--- src/design/mem_pkg.sv ---
package mem_pkg;

    // Width of one stored word
    localparam int WORD_WIDTH = 36;

    // Each word travels as two halves
    localparam int NIBBLE_WIDTH = WORD_WIDTH / 2;

    // Full memory word
    typedef logic [WORD_WIDTH-1:0] mem_word_t;

    // One half of a memory word, upper or lower
    typedef logic [NIBBLE_WIDTH-1:0] mem_half_t;

    // Write request toward the memory
    // Enable and data are sampled on the same edge
    typedef struct packed {
        logic      enable;
        mem_word_t data;
    } mem_write_t;

endpackage

--- src/design/link_pkg.sv ---
package link_pkg;

    import mem_pkg::*;

    // Marker bits in front of each half
    localparam int MARK_WIDTH = 2;

    // One framed half is a marker plus a memory half word
    localparam int HALF_SIZE = NIBBLE_WIDTH + MARK_WIDTH;

    // Whole serial packet, two framed halves
    localparam int PACKET_SIZE = 2 * HALF_SIZE;

    // Marker sent before the upper half
    localparam logic [MARK_WIDTH-1:0] MARK_UPPER = 2'b01;

    // Marker sent before the lower half
    localparam logic [MARK_WIDTH-1:0] MARK_LOWER = 2'b10;

    // One half as it appears on the line, marker first
    typedef struct packed {
        logic [MARK_WIDTH-1:0] marker;
        mem_half_t             half;
    } link_half_t;

    // Framed view of a packet, upper half goes out first
    typedef struct packed {
        link_half_t upper;
        link_half_t lower;
    } link_frame_t;

    // Same 40 bits seen two ways
    // raw is the shift view, framed is the field view
    typedef union packed {
        logic [PACKET_SIZE-1:0] raw;
        link_frame_t            framed;
    } link_packet_u;

endpackage

--- src/design/packet_tx.sv ---
module packet_tx import link_pkg::*, mem_pkg::*; (
    input  logic      clk,
    input  logic      reset,

    // From the memory interface
    input  mem_word_t tx_word,
    input  logic      load_output,

    // Serial line toward the far end
    output logic      serial_out,
    output logic      frame_start
);

    // Outgoing word with markers put back in
    link_packet_u framed_word;

    // Bits still to be sent, MSB is on the line
    link_packet_u shift_reg;

    // Rebuild the frame
    // 01, upper half, 10, lower half
    always_comb begin
        framed_word.framed.upper.marker = MARK_UPPER;
        framed_word.framed.upper.half = tx_word[WORD_WIDTH-1:NIBBLE_WIDTH];
        framed_word.framed.lower.marker = MARK_LOWER;
        framed_word.framed.lower.half = tx_word[NIBBLE_WIDTH-1:0];
    end

    // Load on the boundary strobe, otherwise shift toward the MSB
    // Zeros fill in behind the last bit
    always_ff @(posedge clk) begin
        if (load_output) begin
            shift_reg.raw <= framed_word.raw;
        end else begin
            shift_reg.raw <= {shift_reg.raw[PACKET_SIZE-2:0], 1'b0};
        end
    end

    // Start marker for the far end
    // High in the cycle that bit 39 is on the line
    always_ff @(posedge clk) begin
        if (reset) begin
            frame_start <= 1'b0;
        end else begin
            frame_start <= load_output;
        end
    end

    // Top bit of the register goes out
    assign serial_out = shift_reg.raw[PACKET_SIZE-1];

endmodule

--- config.mk ---
export PLATFORM = sky130hd
export DESIGN_NAME = packet_tx
export DESIGN_NICKNAME = d
export VERILOG_FILES = /design/src/design/mem_pkg.sv /design/src/design/link_pkg.sv /design/src/design/packet_tx.sv
export SDC_FILE = /design/constraint.sdc
export NUM_CORES = 1
export LEC_CHECK = 0
export BUFFER_PORTS_ARGS = -buffer_cell sky130_fd_sc_hd__buf_2
export CORE_ASPECT_RATIO = 0.8
export CORE_MARGIN = 2
export CORE_UTILIZATION = 30
export CTS_CLUSTER_DIAMETER = 40
export CTS_CLUSTER_SIZE = 28
export DETAILED_ROUTE_END_ITERATION = 10
export PLACE_DENSITY = 0.62
export SYNTH_ARGS = -nofsm -noshare
export SYNTH_HDL_FRONTEND = slang
export SYNTH_SLANG_ARGS = --single-unit
--- constraint.sdc ---
create_clock -name clk -period 1.9 [get_ports clk]
set_input_delay 0.19 -clock clk [delete_from_list [all_inputs] [get_ports clk]]
set_output_delay 0.19 -clock clk [all_outputs]
set_load 0.1 [all_outputs]
==> results.cfg <==
[worst_setup_path]
cp_slowest_cell = buf_2
cp_top_family = buffers and inverters
max_stage_delay_ns = 0.42
cp-start-kind = register
crit_buf_inv = 1
regToRegSetupSlack_ns = 1.21
crit_chain = buf_2
critPathCaptureType = output pin
cp.required_ns = 1.71
worstSetupPathType = reg2out
arrival_ns = 1.00
crit_fanout = 1

[floorplanning]
die_height_um = 66.46
core.rowCount = 22
die_area_um2 = 5454
io_pins = 41
start_util_pct = 31.44
core-area_um2 = 4652
die_x_um = 82.07

[place]
pre_cts_slack_ns = 0.7901
globalplace.congestion = 0.6141
dpl.cell_count = 184
hpwl_um = 1458
io_buffers = 40
placed_area_um2 = 1670

[sta]
final_max_slew_viol_count = 0
fin_tns_setup_ns = 0
tightest_slew_ns = 0.4902
min_period_ns = 1.195
max_freq_ghz = 0.8368
fin_crit_sh_pct = 62.89
relSlewSlack_pct = 67.55
setup_viol = 0
whs_ns = 0.06173
final.setup.worst_slack_ns = 0.7050
rsz0062_at_grt = false
finalHoldViolations = 0
finClkSkew_ns = 0.004627

[pwr]
leakage_nw = 0.8557
power.density_nw_per_um2 = 983.8
peakVddDrop_v = 0.0004066
power.total_mw = 1.728

[finish]
largest_register_ffs = 40
final_area_um2 = 1757
antennaDiodeCount = 0
final_cell_mix = 41 x dfxtp_1, 40 x buf_2, 34 x mux2_4, 6 x clkbuf_8, 3 x nor2b_1
final_common_cell = dfxtp_1
post-route-util_pct = 37.76
layout.cells.non_filler = 191
synthToLayoutAreaGrowth_pct = 20.10
drive_gt1_share_pct = 64.89
nNetsFinal = 170

[drt]
route.detailed.drc = 0
avgRoutedWirePerCell_um = 10.88
drt-total-wl_um = 2078
drt_first_pass_iters = 4
ant_nets = 0
via_per_inst = 3.995
num_vias = 763
drtIter0Drc = 13

[clock_network]
postCtsSetupBuffers = 0
clk_pin_slew_worst_paths_ns = 0.07
h-tree-depth = 2
clock_sinks = 41
cts_resized = 0
tritoncts = done
clk_root_buffer_cell = clkbuf_8
numCtsBuffers = 5
clockBufferDepth = 2
clock_latency_ns = 0.28
ctsHoldBuffers = 0

[logic_synthesis]
ys_seq_elements = 41
synthDistinctLibCells = 8
yosysSeqAreaShare_pct = 56.12
syn-num-nets = 126
synth.top_cell.area_share_pct = 56.12
synth_area_leader_cell = dfxtp_1
synth_area_leaders = dfxtp_1 56%, mux2_4 35%, buf_12 4.1%
syn_inst = 87
netlist_area_um2 = 1463
ys_warn_count = 0
synth_area_per_cell_um2 = 16.81

[run]
max_cap_viol_count = 0

[global_route]
grt.overflow.total = 0
grt_max_degree = 25
grt_usage_pct = 8.981
grt_pass1_vias = 817
antenna_found_initial = 0
grt_pass1_wl_um = 3539

[outcome]
status = finished clean

[min_path]
hp-class = in2reg
## Yosys cell counts (all sizes together)
library cell / count
and2: 1
nor2b: 3
dfxtp: 41
or2: 2
buf: 5
mux2: 35
## power by group
| group | switching, mW | internal [mW] | total (mW) |
|---|---|---|---|
| sequential | 0.0241 | 0.945 | 0.969 |
| clock | 0.256 | 0.288 | 0.544 |
| combinational | 0.0719 | 0.143 | 0.215 |
| total | 0.352 | 1.38 | 1.73 |
## layout make-up
class,count,area [µm²]
Sequential cell,41,820.8
Fill cell,455,2895
Multi-Input combinational cell,41,559.3
Clock buffer,7,86.33
Timing Repair Buffer,42,215.2
Tap cell,60,75.07
## metal layers
metal / GRT usage [%] / part of all wire [%] / wire, µm
met5: 0 / 0 / 0
met2: 13.92 / 47 / 972
met1: 10.31 / 45 / 938
met4: 4.375 / 0.29 / 6
met3: 4.336 / 7.7 / 160
## logic make-up (layout without fill, tap and decap cells)
kind of cell / after synthesis / in the layout / share of synthesized area [%]
and+or+nand+nor: 6 / 6 / 2.567
DFF: 41 / 41 / 56.12
muxes: 35 / 35 / 35.67
buffers and inverters: 5 / 49 / 5.646
## path summary, 6_finish.rpt
check	from	end	cells past startpoint
setup reg to reg	shift_reg[9]$_DFF_P_	shift_reg[10]$_DFF_P_	1
hold / removal	reset	frame_start$_SDFF_PP0_	2
hold reg to reg	shift_reg[37]$_DFF_P_	shift_reg[38]$_SDFF_PP1_	1
setup / recovery	shift_reg[39]$_SDFF_PP0_	serial_out	1
No activity file was read; power rests on OpenSTA's default activity.
