**src/design/mem_pkg.sv**
```systemverilog
package mem_pkg;

    // Width of one stored word
    localparam int WORD_WIDTH = 36;

    // Each word travels as two halves
    localparam int NIBBLE_WIDTH = WORD_WIDTH / 2;

    // Full memory word
    typedef logic [WORD_WIDTH-1:0] mem_word_t;

    // One half of a memory word, upper or lower
    typedef logic [NIBBLE_WIDTH-1:0] mem_half_t;

    // Write request toward the memory
    // Enable and data are sampled on the same edge
    typedef struct packed {
        logic      enable;
        mem_word_t data;
    } mem_write_t;

endpackage

```
**src/design/link_pkg.sv**
```systemverilog
package link_pkg;

    import mem_pkg::*;

    // Marker bits in front of each half
    localparam int MARK_WIDTH = 2;

    // One framed half is a marker plus a memory half word
    localparam int HALF_SIZE = NIBBLE_WIDTH + MARK_WIDTH;

    // Whole serial packet, two framed halves
    localparam int PACKET_SIZE = 2 * HALF_SIZE;

    // Marker sent before the upper half
    localparam logic [MARK_WIDTH-1:0] MARK_UPPER = 2'b01;

    // Marker sent before the lower half
    localparam logic [MARK_WIDTH-1:0] MARK_LOWER = 2'b10;

    // One half as it appears on the line, marker first
    typedef struct packed {
        logic [MARK_WIDTH-1:0] marker;
        mem_half_t             half;
    } link_half_t;

    // Framed view of a packet, upper half goes out first
    typedef struct packed {
        link_half_t upper;
        link_half_t lower;
    } link_frame_t;

    // Same 40 bits seen two ways
    // raw is the shift view, framed is the field view
    typedef union packed {
        logic [PACKET_SIZE-1:0] raw;
        link_frame_t            framed;
    } link_packet_u;

endpackage

```
**src/design/memif.sv**
```systemverilog
module memif import link_pkg::*, mem_pkg::*; #(
    parameter int ADDR_WIDTH = 10
) (
    input  logic                  clk,
    input  logic                  reset,

    // From the receiver
    input  link_packet_u          rx_packet,
    input  logic                  data_ready,

    // Memory read port
    output logic [ADDR_WIDTH-1:0] rd_addr,
    input  mem_word_t             rd_data,

    // Memory write port
    output logic [ADDR_WIDTH-1:0] wr_addr,
    output mem_write_t            mem_wr,

    // Toward the transmitter
    output mem_word_t             tx_word,
    output logic                  load_output,

    // Framing verdict of the latest packet
    output logic                  valid
);

    // Shared address for the read and write side
    // The word read here is sent out before it gets overwritten
    logic [ADDR_WIDTH-1:0] addr;

    // Both markers in place
    logic frame_ok;

    // Word rebuilt from the two framed halves
    mem_word_t rx_word;

    assign frame_ok = (rx_packet.framed.upper.marker == MARK_UPPER) &&
                      (rx_packet.framed.lower.marker == MARK_LOWER);

    assign rx_word = {rx_packet.framed.upper.half, rx_packet.framed.lower.half};

    // Control state
    always_ff @(posedge clk) begin
        if (reset) begin
            addr <= '0;
            mem_wr.enable <= 1'b0;
            // Keep the transmitter loading the word at address 0
            // so the first packet leaves right after reset
            load_output <= 1'b1;
            valid <= 1'b0;
        end else if (data_ready) begin
            // Boundary: send out the stored word, store the new one if framed
            load_output <= 1'b1;
            mem_wr.enable <= frame_ok;
            valid <= frame_ok;
        end else begin
            load_output <= 1'b0;
            mem_wr.enable <= 1'b0;
            // Step only after a write went in
            // A rejected packet leaves the slot where it is
            if (mem_wr.enable) begin
                addr <= addr + 1'b1;
            end
        end
    end

    // Payload registers
    // Write data is only looked at together with enable
    always_ff @(posedge clk) begin
        mem_wr.data <= rx_word;
        // Latched every clock, the transmitter only takes it on load_output
        tx_word <= rd_data;
    end

    // Reads and writes always use the same entry
    assign rd_addr = addr;
    assign wr_addr = addr;

endmodule

```
**config.mk**
```make
export PLATFORM = sky130hd
export DESIGN_NAME = memif
export DESIGN_NICKNAME = d
export VERILOG_FILES = /design/src/design/mem_pkg.sv /design/src/design/link_pkg.sv /design/src/design/memif.sv
export SDC_FILE = /design/constraint.sdc
export NUM_CORES = 1
export LEC_CHECK = 0
export BUFFER_PORTS_ARGS = -buffer_cell sky130_fd_sc_hd__buf_4
export CAP_MARGIN = 15
export CORE_MARGIN = 5
export CORE_UTILIZATION = 33
export CTS_BUF_LIST = sky130_fd_sc_hd__clkbuf_16
export DETAILED_ROUTE_END_ITERATION = 16
export PLACE_DENSITY = 0.73
export RECOVER_POWER = 25
export SLEW_MARGIN = 20
export SYNTH_ARGS = -nofsm -noshare
export SYNTH_HDL_FRONTEND = slang
export SYNTH_SLANG_ARGS = --single-unit
```
**constraint.sdc**
```tcl
create_clock -name clk -period 1.3 [get_ports clk]
set_input_delay 0.13 -clock clk [delete_from_list [all_inputs] [get_ports clk]]
set_output_delay 0.13 -clock clk [all_outputs]
set_load 0.03 [all_outputs]
```
==> impl_metrics.tcl <==
set metrics [dict create \
    status "complete, but fails checks" \
    failed_checks "negative setup slack" \
    net_count_after_synthesis 222 \
    place_hpwl_um 4640 \
    ys_async_sr_fraction_pct 0 \
    first_global_vias 2174 \
    report.final.setup_viol 1 \
    design.core.area_um2 5990 \
    wl_per_cell_um 15.2 \
    post_synth_main_area_contributors "sky130_fd_sc_hd__dfxtp_1 82%, sky130_fd_sc_hd__buf_4 3.6%, sky130_fd_sc_hd__a21oi_1 1.5%, sky130_fd_sc_hd__o31ai_1 1.1%, sky130_fd_sc_hd__or4_1 1.1%" \
    crit_required_ns 1.56 \
    boundaryPins 174 \
    max_clock_freq_mhz 762 \
    global_route.overflow_total 0 \
    sequential_area_share_after_synthesis_pct 82.3 \
    clock_sinks 85 \
    htree_num_levels 3 \
    detailroute.via_count 1980 \
    grt_pass1_wl_um 10600 \
    numPortBuffers 173 \
    post_synth.cell_area_avg_um2 14.6 \
    fp-row-count 28 \
    vias_per_cell 4.16 \
    ys_ff_latch 85 \
    worst_path_setup_slack_after_routing_ns -0.0122 \
    cts_inserted_buffers 9 \
    power.ir.vdd_worst_uv 1090 \
    final.min_clock_period_ns 1.31 \
    post-synth-top-area-fraction_pct 82.3 \
    cts_root_buf "sky130_fd_sc_hd__clkbuf_16" \
    synth-edff-count 0 \
    die_height_um 89.2 \
    post-synth-top-area-cell "sky130_fd_sc_hd__dfxtp_1" \
    leakagePower_nw 2.13 \
    layout.filler_cells 371 \
    area_growth_pct 119 \
    hold_path_class "primary input to flop" \
    slew_at_the_pin_closest_to_its_max_slew_limit_ns 0.327 \
    remaining_drc_errors 0 \
    crit_chain "buf_4, nand4_1, or4_4, a21oi_2" \
    synth.distinct_cells 28 \
    clkSlewWorstSetupHoldPaths_ns 0.06 \
    p_per_area_nw_per_um2 1340 \
    timing.hold.ws_ns 0.0753 \
    timing.critical_path.slowest_cell_delay_ns 0.53 \
    post-route-period-util_pct 101 \
    die_outline_area_um2 7950 \
    slowest_stage "sky130_fd_sc_hd__or4_4" \
    synthesis.yosys.warnings 0 \
    finalNetCount 475 \
    post-synth-top-count-cell "sky130_fd_sc_hd__dfxtp_1" \
    antenna_found_initial 1 \
    report.power.total_w 0.00607 \
    worst_case_headroom_to_the_max_slew_limit_pct 77.9 \
    worst_skew_pair.late_latency_ns 0.32 \
    worstSetupStartpointType "flop" \
    die-width_um 89.2 \
    clock-skew-final_ns 0.00780 \
    place.gp.congestion 0.779 \
    synth_commonest_cells "85 x sky130_fd_sc_hd__dfxtp_1, 10 x sky130_fd_sc_hd__buf_4, 6 x sky130_fd_sc_hd__a21oi_1" \
    first_iter_violations 49 \
    grt.total_usage_pct 18.1 \
    synthCells 142 \
    tritoncts "built" \
    drive_gt1_share_pct 53.3 \
    initial_core_util_pct 34.5 \
    worst_ep_arrival_time_ns 1.57 \
    timing_max_transition_violations_final 0 \
    worst_setup_path_end_kind "flop" \
    drt_pre_antenna_iters 4 \
    path_class "flop to flop" \
    worst-path-max-fanout 6 \
    drt_wl_total_um 7250 \
    drv_cap 0 \
    rsz_0062_raised_after_global_routing "yes" \
    final_hold_vio_count 0 \
    yosys_most_used_dff "sky130_fd_sc_hd__dfxtp_1" \
    maximum_number_of_pins_on_one_net_before_global_route_repair 16 \
    route.antenna.remaining_nets 0 \
    synthesis.area_um2 2070 \
    ctsLongestPathBuffers 2 \
]
==> cells in the final DEF, fill, tap and decap left out, drive strengths merged, types with 2 or more instances in the layout <==
master,synthesis,final
clkinvlp,0,3
nand2,3,3
or4,3,3
dlygate4sd3,0,72
a21oi,6,6
or3,3,3
nand3b,2,2
nor2,5,5
o31ai,3,3
clkbuf,1,52
o21ai,3,3
nand3,2,2
inv,2,5
buf,11,139
dfxtp,85,85
==> layout make-up <==
cell class | count | area, um^2 | area share (%)
Timing Repair Buffer | 254 | 2080 | 46.0
Sequential cell | 85 | 1720 | 38.1
Multi-Input combinational cell | 43 | 318 | 7.02
Clock buffer | 9 | 225 | 4.97
Tap cell | 75 | 93.8 | 2.07
Clock inverter | 7 | 73.8 | 1.63
Inverter | 2 | 7.51 | 0.166
Antenna cell | 1 | 2.50 | 0.0552
==> cell families after synthesis <==
logic type,count (synthesis),synth area share [%]
flops,85,82.3
fa+ha+maj,1,0.605
simple gates,25,7.20
compound gates,13,3.63
buf+inv,14,4.42
mux,2,1.03
xor+xnor,2,0.847
==> state kept, by name, indices dropped and copies added (netlist names) <==
register	flops
valid	1
load_output	1
mem_wr	37
rd_addr	10
tx_word	36
==> where the power goes <==
part / internal (W) / total (W) / switching [W]
clock: 0.00149 / 0.00250 / 0.00100
combinational: 0.000432 / 0.000814 / 0.000382
sequential: 0.00272 / 0.00275 / 0.0000379
total: 0.00464 / 0.00607 / 0.00142
==> layer usage <==
layer  vias up  wire [um]  track usage (%)
met2       102       4110             35.0
met5         -          0                0
li1        966          -                -
met1       903       2280             16.4
met3         9        776             8.48
met4         0         83             5.95
==> what timing repair did <==
action                                 CTS  global route
pin swaps                                5             1
cloned                                   1             0
endpoints found under the hold margin   72             0
gates resized for setup                  5             5
hold buffers                            72             0
setup endpoints to repair                4             5
setup buffers                            1             0
==> path summary, 6_finish.rpt <==
| path | startpoint | endpoint | slack, ns | cells past startpoint |
|---|---|---|---|---|
| worst max-delay path | rd_addr[1]$_SDFFE_PP0P_ | rd_addr[9]$_SDFFE_PP0P_ | -0.01 | 4 |
| worst min-delay path | reset | rd_addr[9]$_SDFFE_PP0P_ | 0.08 | 2 |
| worst max register to register | rd_addr[1]$_SDFFE_PP0P_ | rd_addr[9]$_SDFFE_PP0P_ | -0.01 | 4 |
| worst min register to register | valid$_SDFFE_PP0P_ | valid$_SDFFE_PP0P_ | 0.46 | 1 |
==> critical path, delay by kind of cell, from the launching register on <==
| family | cells | cell delay, ns |
|---|---|---|
| compound gates | 1 | 0.12 |
| buf+inv | 1 | 0.12 |
| flops | 1 | 0.38 |
| simple gates | 2 | 0.64 |
==> stage by stage <==
stage	setup TNS (ns)	instance area (um^2)	util [%]	setup slack, ns	std cells
3_5_place_dp	-0.0478	3450	57.6	-0.0203	385
2_1_floorplan	-0.0875	2090	-	-0.0698	142
3_3_place_gp	0	3450	57.6	0.00259	385
4_1_cts	-0.0122	4510	75.3	-0.0122	475
6_report	-0.0122	4530	75.6	-0.0122	476
5_1_grt	-0.140	4530	75.6	-0.0815	476
No activity file was read; power rests on OpenSTA's default activity.
