==> config.mk <==
export PLATFORM = sky130hd
export DESIGN_NAME = packet_rx
export DESIGN_NICKNAME = d
export VERILOG_FILES = /design/src/design/mem_pkg.sv /design/src/design/link_pkg.sv /design/src/design/packet_rx.sv
export SDC_FILE = /design/constraint.sdc
export NUM_CORES = 1
export LEC_CHECK = 0
export ABC_AREA = 1
export BUFFER_PORTS_ARGS = -buffer_cell sky130_fd_sc_hd__buf_4
export CAP_MARGIN = 0
export CORE_ASPECT_RATIO = 1.4
export CORE_MARGIN = 2
export CORE_UTILIZATION = 40
export DETAILED_ROUTE_END_ITERATION = 8
export PLACE_DENSITY = 0.73
export REMOVE_ABC_BUFFERS = 1
export SLEW_MARGIN = 10
export SYNTH_ARGS = -nofsm -noshare
export SYNTH_HDL_FRONTEND = slang
export SYNTH_SLANG_ARGS = --single-unit
==> constraint.sdc <==
create_clock -name clk -period 1.1 [get_ports clk]
set_input_delay 0.33 -clock clk [delete_from_list [all_inputs] [get_ports clk]]
set_output_delay 0.33 -clock clk [all_outputs]
set_load 0.02 [all_outputs]
==> src/design/mem_pkg.sv <==
package mem_pkg;

    // Width of one stored word
    localparam int WORD_WIDTH = 36;

    // Each word travels as two halves
    localparam int NIBBLE_WIDTH = WORD_WIDTH / 2;

    // Full memory word
    typedef logic [WORD_WIDTH-1:0] mem_word_t;

    // One half of a memory word, upper or lower
    typedef logic [NIBBLE_WIDTH-1:0] mem_half_t;

    // Write request toward the memory
    // Enable and data are sampled on the same edge
    typedef struct packed {
        logic      enable;
        mem_word_t data;
    } mem_write_t;

endpackage

==> src/design/link_pkg.sv <==
package link_pkg;

    import mem_pkg::*;

    // Marker bits in front of each half
    localparam int MARK_WIDTH = 2;

    // One framed half is a marker plus a memory half word
    localparam int HALF_SIZE = NIBBLE_WIDTH + MARK_WIDTH;

    // Whole serial packet, two framed halves
    localparam int PACKET_SIZE = 2 * HALF_SIZE;

    // Marker sent before the upper half
    localparam logic [MARK_WIDTH-1:0] MARK_UPPER = 2'b01;

    // Marker sent before the lower half
    localparam logic [MARK_WIDTH-1:0] MARK_LOWER = 2'b10;

    // One half as it appears on the line, marker first
    typedef struct packed {
        logic [MARK_WIDTH-1:0] marker;
        mem_half_t             half;
    } link_half_t;

    // Framed view of a packet, upper half goes out first
    typedef struct packed {
        link_half_t upper;
        link_half_t lower;
    } link_frame_t;

    // Same 40 bits seen two ways
    // raw is the shift view, framed is the field view
    typedef union packed {
        logic [PACKET_SIZE-1:0] raw;
        link_frame_t            framed;
    } link_packet_u;

endpackage

==> src/design/packet_rx.sv <==
module packet_rx import link_pkg::*; (
    input  logic         clk,
    input  logic         reset,

    // Serial line, one bit per clock
    input  logic         serial_in,

    // Assembled packet toward the memory interface
    output link_packet_u rx_packet,
    output logic         data_ready
);

    localparam int COUNT_WIDTH = $clog2(PACKET_SIZE);

    // Position of the last bit in a packet
    localparam logic [COUNT_WIDTH-1:0] LAST_BIT = COUNT_WIDTH'(PACKET_SIZE - 1);

    // Bits received so far in the current packet
    // Only the first 39 need storage, the last one is taken straight off the line
    logic [PACKET_SIZE-2:0] shift_reg;

    // Bit position inside the packet, counted from the end of reset
    logic [COUNT_WIDTH-1:0] bit_count;

    // Framing counter
    // Position 0 is the first clock after reset, which carries the MSB
    always_ff @(posedge clk) begin
        if (reset) begin
            bit_count <= '0;
        end else if (bit_count == LAST_BIT) begin
            bit_count <= '0;
        end else begin
            bit_count <= bit_count + 1'b1;
        end
    end

    // Shift register for the payload
    // Earliest bit ends up at the top
    always_ff @(posedge clk) begin
        shift_reg <= {shift_reg[PACKET_SIZE-3:0], serial_in};
    end

    // Packet boundary
    // The 40th bit is on the line in this cycle, so the packet is complete now
    // Count is held at 0 in reset, which keeps the strobe low there
    assign data_ready = (bit_count == LAST_BIT);

    // Complete packet as seen in the boundary cycle
    // Stored bits on top, current line bit as the LSB
    assign rx_packet.raw = {shift_reg, serial_in};

endmodule

==> impl_summary.log, run 1 <==
[metrics] status: finished with violations
[metrics] failing checks: negative setup slack
[metrics] row count: 22
[metrics] count of input and output buffers: between 40 and 50
[metrics] clock slew seen by the registers of the worst setup and hold paths: 0.11 ns
[metrics] clock tree sinks: 45
[metrics] Detail Route met2 WL: 1320 µm
[metrics] Synth Warn #: 0
[metrics] crit path buf inv count: 3
[metrics] clock latency at the later pin of the worst-skew pair: about 0.33 ns
[metrics] Switching Fraction: 24.0%
[metrics] wire length of the first global-routing pass: 3330 µm
[metrics] WL met3: 138 µm
[metrics] Final Hold Violating Endpoints: 0
[metrics] async set or reset register ratio after synthesis: 0%
[metrics] arrival time of data at the critical path endpoint: 1.19 ns
[metrics] final critical-path share of the clock period: 138%
[metrics] grt total ovfl: 0
[metrics] unrepaired setup endpoints after global routing: true
[metrics] floorplan die area: about 3100 µm²
[metrics] flops & latches, synth: 45
[metrics] share of total power in the clock network: between 20% and 30%
[metrics] Worst Path Max Fanout: 2
[metrics] number of nets still failing antenna checks after routing: 0
[metrics] Final Max Slew Viols: 0
[metrics] switching component of the power: 680 µW
[metrics] Horiz. Die Dim: about 48 µm
[metrics] Cell Count, Final, Fillers Out: 174
[metrics] M1 wire length: slightly above 700 µm
[metrics] critical-path cell with the highest stage delay: dfxtp_2
[metrics] wire length per cell after detailed routing: 12.8 µm
[metrics] worst endpoint required time: 0.77 ns
[metrics] cell area after synthesis: between 1000 and 1500 µm²
[metrics] number of buffers inserted during clock tree synthesis: 5
[metrics] cell internal power dissipation: 2.16 mW
[metrics] max-capacitance violation count: 0
[metrics] min-delay worst type: in -> reg
[metrics] setup tns final: -1.62 ns
[metrics] maximum number of pins on one net before global-route repair: 14
[metrics] normalized max-slew margin: 89.9%
[metrics] area share of the largest cell type after synthesis: 83.9%
[metrics] clock period minus final worst setup slack: about 1.5 ns
[metrics] Post-synth EDFFs: 0
[metrics] average instance area after synthesis: ~14 µm²
[metrics] routability-driven placement congestion ratio: 0.701
[metrics] power per unit of standard cell area: 1570 nW/µm²
[metrics] leading cell type by number of instances after synthesis: dfxtp_1
[metrics] Iteration-0 DRC Markers: 4
[metrics] total half-perimeter wirelength after legalization and detailed placement: 1370 µm
[metrics] cell occurring most often along the worst timing path: inv_2
[metrics] worst-margin pin slew: 0.150 ns
[metrics] uppermost signal routing layer after detailed routing: met4
[metrics] Synth Area in Adders: between 1 and 1.5%
[metrics] gate count of the mapped netlist: 75
[metrics] highest ir drop seen on vdd: about 0.0011 V
[metrics] share of the yosys chip area belonging to registers: a little over four fifths
[metrics] clock tree root buffer cell: clkbuf_4
[metrics] number of global-route vias before repair: roughly 700
[metrics] max incr delay on CP: 0.37 ns
[metrics] list of most frequent post-synthesis cells: 45 x dfxtp_1, 5 x inv_1, 5 x nand2_1, 5 x nor2_1
[metrics] fraction of power consumed by sequential logic: around 63%
[metrics] antenna cell count: 0
[metrics] number of failing setup endpoints in the final timing report: 40
[metrics] gr usage total: 16.3%
[metrics] number of cell instances on the worst register-to-register path: 7
[metrics] number of antenna violations at the first check in global routing: 0
[metrics] critical path depth in cells: 6
[metrics] Max Root-Sink Buffers: 2
[metrics] clock tree from TritonCTS: done
[metrics] WS Path Type: reg -> out
[metrics] initial cell density of the core: 41.5%
[metrics] core region area: 2590 µm²
[metrics] H-tree levels: 2
[metrics] cell depth of the worst min-delay path: 1
[metrics] max FFs per register: 39
[metrics] combinational family with the most area after synthesis: simple AND/OR/NAND/NOR gates
[metrics] Netlist cell types: 17
[metrics] worst path cell trace: ha_4 -> nand2_2 -> inv_2 -> nand3_2 -> inv_2 -> buf_6
[metrics] CP delay by family, top: flip-flops
[metrics] signed area change from the synthesized netlist to the final layout: 67.8%
[metrics] net count of the finished layout: 141
[metrics] post-detailed-route via-to-cell ratio: between 4 and 5
[metrics] reported leakage power: ~0.8 nW
[metrics] share of the synthesized netlist area taken by xor and xnor gates: 0.816%
[metrics] timing-limited maximum frequency: 657 MHz
[metrics] startpoint type of the worst setup path: flip-flop
[metrics] Die Y-Extent: 65.3 µm
[metrics] compound-gate portion of the synthesized area: around 2.3%
[metrics] fraction of the mapped netlist area in simple logic gates: roughly 8.6%
[metrics] sum of routed wire length over all layers: 2220 µm
[metrics] Remaining DRCs: 0
[metrics] Boundary Pins: 44
[metrics] final setup slack of the worst path: -0.421 ns
[metrics] total via count in the routed design: 733
[metrics] combinational fraction of design power: between 10% and 20%
[metrics] largest clock skew in the final design: 0.00801 ns
[metrics] fill cell count: 211
[metrics] first-pass iteration count of the detailed router: 3
[metrics] dominant register cell in the synthesized netlist: dfxtp_1
[metrics] number of placed instances, taps included: 159
[metrics] post-synth top area cell: dfxtp_1
[metrics] Critical Path End Type: output pin
[metrics] biggest area contributors in the synthesized netlist: dfxtp_1 84%, nand3_2 1.9%, inv_1 1.7%
[metrics] mux cell area share after synthesis: 0%
[metrics] share of cells above drive strength 1: between 80% and 90%
==> metal layers <==
metal / vias to the layer above / global-route usage (%)
met1: 345 / 14.7
met5: - / 0
met4: 0 / 7.09
li1: 357 / -
met3: 4 / 7.42
met2: 27 / 29.0
==> cell usage in the layout, fill, tap and decap left out, types with 2 or more instances in the layout <==
master    count
nand3_2       2
dfxtp_2      41
inv_1         4
nand2_2       2
nand2_1       3
dfxtp_1       4
inv_2         2
clkinv_2      2
buf_4        16
a21oi_2       2
buf_6        40
nor2_1        5
clkbuf_4      5
==> worst paths after layout <==
check                                   start            end  slack, ns
worst max register to register   bit_count[0]   bit_count[3]       0.03
worst min register to register  shift_reg[33]  shift_reg[34]       0.36
worst min-delay path                serial_in   shift_reg[0]       0.10
worst max-delay path             bit_count[0]     data_ready      -0.42
==> cell families (layout without fill, tap and decap cells) <==
kind of cell / after synthesis / count (layout)
buffers and inverters: 8 / 71
adders and majority gates: 1 / 1
AOI/OAI and AO/OA: 3 / 3
xor gates and xnor gates: 1 / 1
and+or+nand+nor: 17 / 17
DFF: 45 / 45
==> repair_timing <==
item,CTS,global route
buffers inserted,2,5
hold buffers,0,0
gates cloned,0,0
endpoints found under the setup margin,40,45
pin swaps,1,1
gates resized for setup,85,1
==> stage by stage <==
step	cell area, µm²	power [mW]	hold WS (ns)	setup slack [ns]	utilization, %
finish	1800	2.84	0.101	-0.421	69.6
global route	1800	2.98	0.0745	-0.517	69.6
CTS	1760	2.85	0.0865	-0.418	68.1
detailed placement	1480	2.06	0.337	-0.0950	57.2
global placement	1480	2.05	0.337	-0.0584	57.2
floorplan	1070	1.90	0.358	-0.108	-
==> power by group through the flow <==
stage	combinational, mW	clock, mW	sequential, mW
detailed placement	0.267	0	1.79
CTS	0.323	0.736	1.79
global route	0.357	0.815	1.80
floorplan	0.0195	0	1.88
global placement	0.264	0	1.79
finish	0.339	0.708	1.79
==> layout make-up <==
cell class	count	area (µm²)	area share [%]
clock buffer	6	41.3	2.29
timing repair buffer	56	571	31.7
tap	36	45.0	2.50
clock inverter	2	10.0	0.556
multi-input combinational	22	156	8.68
sequential	45	952	52.8
inverter	7	26.3	1.46
(Power assumes the default switching activity.)
==> run 2, diff against run 1 <==
BUFFER_PORTS_ARGS = -buffer_cell sky130_fd_sc_hd__buf_2   (was -buffer_cell sky130_fd_sc_hd__buf_4)
==> run 2 against run 1 <==
- the flow still finishes with violations (negative setup slack)
- non-clock buffer count decreased by 2
- critical path depth stayed put
- clock skew up 0.0042 ns
- worst hold slack lost 0.010 ns
- sequential power is essentially flat
- combinational power shrank 5%
- count of clock-buffer cells in the layout down 1
- final area is 0.42% higher
- cell count fell by 1.1%
- core utilization up 0.29 points
- flip-flop and latch count is the same
- first-iteration DRC count grew to 3.0 times the previous value
- largest power group unchanged
==> impl_summary.log, run 2 (synthesis results as in run 1) <==
[metrics] Worst Path Max Fanout: 2 (unchanged)
[metrics] Iteration-0 DRC Markers: 12 (+8)
[metrics] row count: 22 (unchanged)
[metrics] number of buffers inserted during clock tree synthesis: 5 (unchanged)
[metrics] setup tns final: -3.89 ns (-2.27 ns)
[metrics] share of cells above drive strength 1: 83.1% (-0.25 points)
[metrics] normalized max-slew margin: 88.9% (-1.0 points)
[metrics] most frequent cells in the layout: 41 x dfxtp_2, 40 x buf_6, 11 x buf_4, 5 x nor2_1, 5 x clkbuf_4
[metrics] total via count in the routed design: 727 (-0.82%)
[metrics] sum of routed wire length over all layers: 2250 µm (+1.5%)
[metrics] gr usage total: 16.6% (+0.24 points)
[metrics] Final Max Slew Viols: 0 (unchanged)
[metrics] Boundary Pins: 44 (unchanged)
[metrics] number of failing setup endpoints in the final timing report: 45 (+13%)
[metrics] failing checks: negative setup slack
[metrics] wire length per cell after detailed routing: 13.1 µm (+2.7%)
[metrics] launch point of the worst reg-to-reg path: bit_count[1]
[metrics] worst setup slack for register-to-register paths: -0.32 ns (-0.35 ns)
[metrics] number of nets still failing antenna checks after routing: 0 (unchanged)
[metrics] number of buffers inserted by hold repair at cts: 0 (unchanged)
[metrics] count of input and output buffers: 43 (unchanged)
[metrics] reported leakage power: 0.791 nW (-0.72%)
[metrics] Reg-to-Reg End: bit_count[0]
[metrics] worst-margin pin slew: 0.166 ns (+0.0157 ns)
[metrics] power per unit of standard cell area: 1710 nW/µm² (+8.7%)
[metrics] Max Root-Sink Buffers: 2 (unchanged)
[metrics] number of global-route vias before repair: 722 (+0.84%)
[metrics] floorplan die area: 3120 µm² (unchanged)
[metrics] CP Capture Point: data_ready
[metrics] status: finished with violations
[metrics] post-layout util: 69.9% (+0.29 points)
[metrics] clock latency at the later pin of the worst-skew pair: 0.35 ns (+0.02 ns)
[metrics] startpoint type of the worst setup path: flip-flop
[metrics] arrival time of data at the critical path endpoint: 1.18 ns (about the same)
[metrics] footprint of the multi-input gates: 154 µm² (-1.6%)
[metrics] final critical-path share of the clock period: 137% (-0.92 points)
[metrics] smallest hold slack: 0.0911 ns (-0.0102 ns)
[metrics] max FFs per register: 39 (unchanged)
[metrics] clock tree sinks: 45 (unchanged)
[metrics] Die Y-Extent: 65.3 µm (unchanged)
[metrics] post-detailed-route via-to-cell ratio: 4.23 (+0.33%)
[metrics] highest ir drop seen on vdd: 0.00168 V (+56%)
[metrics] Final Hold Violating Endpoints: 0 (unchanged)
[metrics] Cell Count, Final, Fillers Out: 172 (-1.1%)
[metrics] clock slew seen by the registers of the worst setup and hold paths: 0.11 ns (about the same)
[metrics] Horiz. Die Dim: 47.8 µm (unchanged)
[metrics] fill cell count: 198 (-6.2%)
[metrics] grt total ovfl: 0 (unchanged)
[metrics] Critical Path End Type: output pin
[metrics] Remaining DRCs: 0 (unchanged)
[metrics] unrepaired setup endpoints after global routing: true
[metrics] final setup slack of the worst path: -0.411 ns (+0.0101 ns)
[metrics] timing startpoint of the critical path: bit_count[1]
[metrics] largest clock skew in the final design: 0.0122 ns (+0.00420 ns)
[metrics] number of cell instances on the worst register-to-register path: 10 (+3)
[metrics] maximum number of pins on one net before global-route repair: 16 (+2)
[metrics] wire length of the first global-routing pass: 3280 µm (-1.4%)
[metrics] clock tree from TritonCTS: done
[metrics] worst endpoint required time: 0.77 ns (about the same)
[metrics] core region area: 2590 µm² (unchanged)
[metrics] clock period minus final worst setup slack: 1.51 ns (-0.0101 ns)
[metrics] min-delay worst type: in -> reg
[metrics] first-pass iteration count of the detailed router: 2 (-1)
[metrics] timing-limited maximum frequency: 662 MHz (+0.67%)
[metrics] H-tree levels: 2 (unchanged)
[metrics] max-capacitance violation count: 0 (unchanged)
[metrics] total area of sequential cells: 952 µm² (unchanged)
[metrics] total half-perimeter wirelength after legalization and detailed placement: 1380 µm (+0.76%)
[metrics] clock tree root buffer cell: clkbuf_4
[metrics] net count of the finished layout: 139 (-1.4%)
[metrics] antenna cell count: 0 (unchanged)
[metrics] commonest non-fill, non-tap cell in the layout: dfxtp_2
[metrics] number of placed instances, taps included: 159 (unchanged)
[metrics] number of antenna violations at the first check in global routing: 0 (unchanged)
[metrics] initial cell density of the core: 41.5% (unchanged)
[metrics] WS Path Type: reg -> out
[metrics] routability-driven placement congestion ratio: 0.673 (-3.9%)
[metrics] signed area change from the synthesized netlist to the final layout: 68.5%
## run 2: cell count changes in the layout (fill, tap and decap cells not counted)
cell | previous run | this run
clkinvlp_4 | 0 | 1
clkinv_4 | 0 | 1
nand2_2 | 2 | 1
bufinv_16 | 0 | 1
buf_2 | 0 | 3
clkbuf_1 | 1 | 0
buf_4 | 16 | 11
nand2_1 | 3 | 4
clkinv_2 | 2 | 0
## run 2: cell type report
type	instances	share of cell area [%]
clock buffers	5	2.07
repair buffers	54	30.3
flip-flops and latches	45	52.6
inverters	7	1.45
clock inverters	3	2.56
well taps	36	2.49
multi-input cells	22	8.51
## run 2: how the worst min path moves through the flow
stage / endpoint / start / slack (ns) / depth (start not counted)
2_1_floorplan: shift_reg[0] / serial_in / 0.36 / 0
3_3_place_gp: shift_reg[10] / shift_reg[9] / 0.33 / 0
3_5_place_dp: shift_reg[31] / shift_reg[30] / 0.33 / 0
4_1_cts: shift_reg[0] / serial_in / 0.07 / 1
5_1_grt: shift_reg[0] / serial_in / 0.06 / 1
6_report: shift_reg[0] / serial_in / 0.09 / 1
## run 2: worst max-delay path: stages (launching register included)
cell	delay [ns]
dfxtp_2	0.37
ha_4	0.14
nand2_2	0.05
inv_2	0.05
nand3_2	0.07
inv_2	0.06
buf_6	0.10
## run 2: per-layer routing
layer  GRT usage [%]  wire, µm
met4            7.09         0
met3            10.2       157
met5               0         0
met1            12.7       695
met2            30.0      1400
## run 2: timing repair
item,4_1_cts,5_1_grt
setup buffers,5,0
endpoints found under the setup margin,40,45
pin swaps,1,0
gates resized for setup,125,0
## run 2: metrics by stage
| step | instance area (µm²) | power [mW] | setup slack [ns] |
|---|---|---|---|
| after CTS | 1810 | 3.13 | -0.426 |
| after detailed placement | 1370 | 2.01 | -0.105 |
| after global routing | 1810 | 3.22 | -0.516 |
| after floorplan | 1070 | 1.90 | -0.108 |
| after global placement | 1370 | 2.00 | -0.0689 |
| final | 1810 | 3.10 | -0.411 |
## run 2: power breakdown
group	internal, mW	switching (mW)	leakage (nW)	total, mW
Sequential	1.73	0.0597	0.379	1.79
Clock	0.481	0.503	0.0414	0.984
Combinational	0.168	0.153	0.371	0.321
Total	2.38	0.716	0.791	3.10
==> run 3, diff against run 2 <==
ABC_AREA = default   (was 1)
CORE_UTILIZATION = 39   (was 40)
PLACE_DENSITY = 0.72   (was 0.73)
==> run 3 against run 2 <==
- the flow still finishes with violations (negative setup slack)
- area after synthesis down 4.0%
- die area down 1.4%
- combinational power down 1%
- setup slack worse by 0.045 ns
- largest cell class unchanged
- highest routed layer is now met4
==> impl_summary.log, run 3 <==
[metrics] status: finished with violations
[metrics] failing checks: negative setup slack
[metrics] number of buffers inserted during clock tree synthesis: 5 (unchanged)
[metrics] commonest non-fill, non-tap cell in the layout: dfxtp_2
[metrics] cell area after synthesis: 1030 µm² (-4.0%)
[metrics] worst-margin pin slew: 0.202 ns (+0.0359 ns)
[metrics] async set or reset register ratio after synthesis: 0% (unchanged)
[metrics] clock slew seen by the registers of the worst setup and hold paths: 0.12 ns (about the same)
[metrics] timing-limited maximum frequency: 643 MHz (-2.9%)
[metrics] arrival time of data at the critical path endpoint: 1.23 ns (+0.05 ns)
[metrics] final setup slack of the worst path: -0.456 ns (-0.0449 ns)
[metrics] unrepaired setup endpoints after global routing: true
[metrics] number of failing setup endpoints in the final timing report: 40 (-11%)
[metrics] total via count in the routed design: 669 (-8.0%)
[metrics] leading cell type by number of instances after synthesis: dfxtp_1
[metrics] Final Hold Violating Endpoints: 0 (unchanged)
[metrics] M1 wire length: 738 µm (+6.2%)
[metrics] dominant register cell in the synthesized netlist: dfxtp_1
[metrics] Post-synth EDFFs: 0 (unchanged)
[metrics] worst path cell trace: ha_4 -> nand4b_1 -> nor2_1 -> buf_4
[metrics] cell depth of the worst min-delay path: 1 (unchanged)
[metrics] share of cells above drive strength 1: 86.1% (+3.0 points)
[metrics] end of the worst hold path: shift_reg[0]
[metrics] routability-driven placement congestion ratio: 0.723 (+7.4%)
[metrics] post-detailed-route via-to-cell ratio: 4.23 (+0.18%)
[metrics] floorplan die area: 3080 µm² (-1.4%)
[metrics] area share of the largest cell type after synthesis: 87.4% (+3.5 points)
[metrics] launch point of the worst reg-to-reg path: bit_count[0]
[metrics] clock period minus final worst setup slack: 1.56 ns (+0.0449 ns)
[metrics] list of most frequent post-synthesis cells: 45 x dfxtp_1, 6 x nor2_1, 2 x xor2_1
[metrics] worst endpoint required time: 0.77 ns (about the same)
[metrics] startpoint of the most critical hold path: serial_in
[metrics] WS Path Type: reg -> out
[metrics] Synth Warn #: 0 (unchanged)
[metrics] row count: 22 (unchanged)
[metrics] Die Y-Extent: 64.8 µm (-0.70%)
[metrics] post-synth top area cell: dfxtp_1
[metrics] signed area change from the synthesized netlist to the final layout: 67.6%
[metrics] power per unit of standard cell area: 1730 nW/µm² (+1.1%)
[metrics] wire length per cell after detailed routing: 13.4 µm (+2.3%)
[metrics] total half-perimeter wirelength after legalization and detailed placement: 1270 µm (-7.6%)
[metrics] max-capacitance violation count: 0 (unchanged)
[metrics] clock tree from TritonCTS: done
[metrics] sum of routed wire length over all layers: 2120 µm (-6.0%)
[metrics] startpoint type of the worst setup path: flip-flop
[metrics] number of antenna violations at the first check in global routing: 0 (unchanged)
[metrics] final critical-path share of the clock period: 141% (+4.1 points)
[metrics] first-pass iteration count of the detailed router: 2 (unchanged)
[metrics] setup tns final: -2.17 ns (+1.71 ns)
[metrics] share of the yosys chip area belonging to registers: 87.4% (+3.5 points)
[metrics] reported leakage power: 0.750 nW (-5.2%)
[metrics] critical-path cell with the highest stage delay: dfxtp_2
[metrics] H-tree levels: 2 (unchanged)
[metrics] WL met3: 269 µm (+71%)
[metrics] number of cell instances on the worst register-to-register path: 4 (-6)
[metrics] biggest area contributors in the synthesized netlist: dfxtp_1 87%, nor2_1 2.2%, xor2_1 1.7%
[metrics] Worst Path Max Fanout: 2 (unchanged)
[metrics] net count of the finished layout: 125 (-10%)
[metrics] Iteration-0 DRC Markers: 2 (-10)
[metrics] core region area: 2560 µm² (-1.1%)
[metrics] normalized max-slew margin: 86.5% (-2.4 points)
[metrics] count of input and output buffers: 43 (unchanged)
[metrics] worst setup slack for register-to-register paths: 0.02 ns (+0.34 ns)
[metrics] clock tree root buffer cell: clkbuf_4
[metrics] grt total ovfl: 0 (unchanged)
[metrics] uppermost signal routing layer after detailed routing: met4
[metrics] gate count of the mapped netlist: 65 (-13%)
[metrics] highest ir drop seen on vdd: 0.00146 V (-13%)
[metrics] number of global-route vias before repair: 732 (+1.4%)
[metrics] antenna cell count: 0 (unchanged)
[metrics] Detail Route met2 WL: 1100 µm (-22%)
[metrics] wire length of the first global-routing pass: 3320 µm (+1.3%)
[metrics] Final Max Slew Viols: 0 (unchanged)
[metrics] largest clock skew in the final design: 0.00403 ns (-0.00818 ns)
[metrics] max FFs per register: 39 (unchanged)
[metrics] gr usage total: 16.4% (-0.11 points)
[metrics] flops & latches, synth: 45 (unchanged)
[metrics] Reg-to-Reg End: bit_count[5]
[metrics] average instance area after synthesis: 15.9 µm² (+11%)
[metrics] Remaining DRCs: 0 (unchanged)
[metrics] number of nets still failing antenna checks after routing: 0 (unchanged)
[metrics] Critical Path End Type: output pin
[metrics] min-delay worst type: in -> reg
[metrics] Horiz. Die Dim: 47.5 µm (-0.69%)
[metrics] maximum number of pins on one net before global-route repair: 15 (-1)
[metrics] max incr delay on CP: 0.38 ns (about the same)
[metrics] instance area at placement: 1330 µm² (-3.1%)
[metrics] most frequent cells in the layout: 41 x dfxtp_2, 39 x buf_6, 8 x buf_4, 5 x nor2_1, 5 x clkbuf_4
[metrics] Netlist cell types: 15 (-2)
[metrics] clock tree sinks: 45 (unchanged)
[metrics] initial cell density of the core: 40.3% (-1.2 points)
[metrics] Max Root-Sink Buffers: 2 (unchanged)
[metrics] post-route cell area: 1730 µm² (-4.5%)
[metrics] Boundary Pins: 44 (unchanged)
[metrics] clock latency at the later pin of the worst-skew pair: 0.35 ns (about the same)
## run 3: routing by layer
layer  GRT usage [%]  vias up
li1                -      318
met1            14.6      305
met2            25.5       44
met3            13.6        2
met4            7.29        0
met5               0        -
## run 3: cell families (layout without fill, tap and decap cells)
family	after synthesis	after routing	synth area share (%)
fa+ha+maj	1	1	1.21
buf+inv	2	59	1.09
flops	45	45	87.4
xor+xnor	3	3	2.55
simple gates	11	11	5.70
compound gates	3	3	2.06
## run 3: worst max-delay path by stage
| stage | slack, ns | end | cells past startpoint | start |
|---|---|---|---|---|
| 3_5_place_dp | -0.11 | data_ready | 4 | bit_count[1] |
| 4_1_cts | -0.49 | data_ready | 4 | bit_count[1] |
| 6_report | -0.46 | data_ready | 4 | bit_count[1] |
| 3_3_place_gp | -0.06 | data_ready | 4 | bit_count[0] |
| 5_1_grt | -0.52 | data_ready | 4 | bit_count[0] |
| 2_1_floorplan | -0.19 | data_ready | 3 | bit_count[0] |
## run 3: report_power, final
part / switching (mW) / total, mW / internal [mW]
sequential: 0.0640 / 1.80 / 1.73
combinational: 0.149 / 0.317 / 0.168
clock: 0.495 / 0.877 / 0.383
total: 0.707 / 2.99 / 2.28
## run 3: timing repair
action                                  in CTS  in global routing
pin swaps                                    3                  2
cloned                                       0                  0
gates resized for setup                    124                  1
hold buffers                                 0                  0
endpoints found under the setup margin      44                 44
buffers inserted                             1                  0
## run 3: cell type report
type                    count  area (µm²)
repair buffers             50         514
multi-input cells          18         139
flip-flops and latches     45         952
inverters                   1        3.75
clock buffers               7        65.1
fillers                   187         832
clock inverters             1        8.76
well taps                  36        45.0
## run 3: through the flow
stage               util [%]  power, mW  hold slack (ns)  setup slack (ns)  instances
global route            67.5       3.11           0.0578            -0.521        158
detailed placement      51.9       2.01            0.330            -0.113        149
finish                  67.5       2.99           0.0866            -0.456        158
floorplan                  -       1.90            0.358            -0.191         64
global placement        51.9       2.00            0.331           -0.0637        149
CTS                     67.4       3.02           0.0718            -0.489        158
## run 3: worst max-delay path: cells and delay by family, from the launching register on
family	cells	cell delay [ns]
AND/OR/NAND/NOR	2	0.21
flip-flops	1	0.38
buffers and inverters	1	0.14
adder cells (fa/ha/maj)	1	0.14
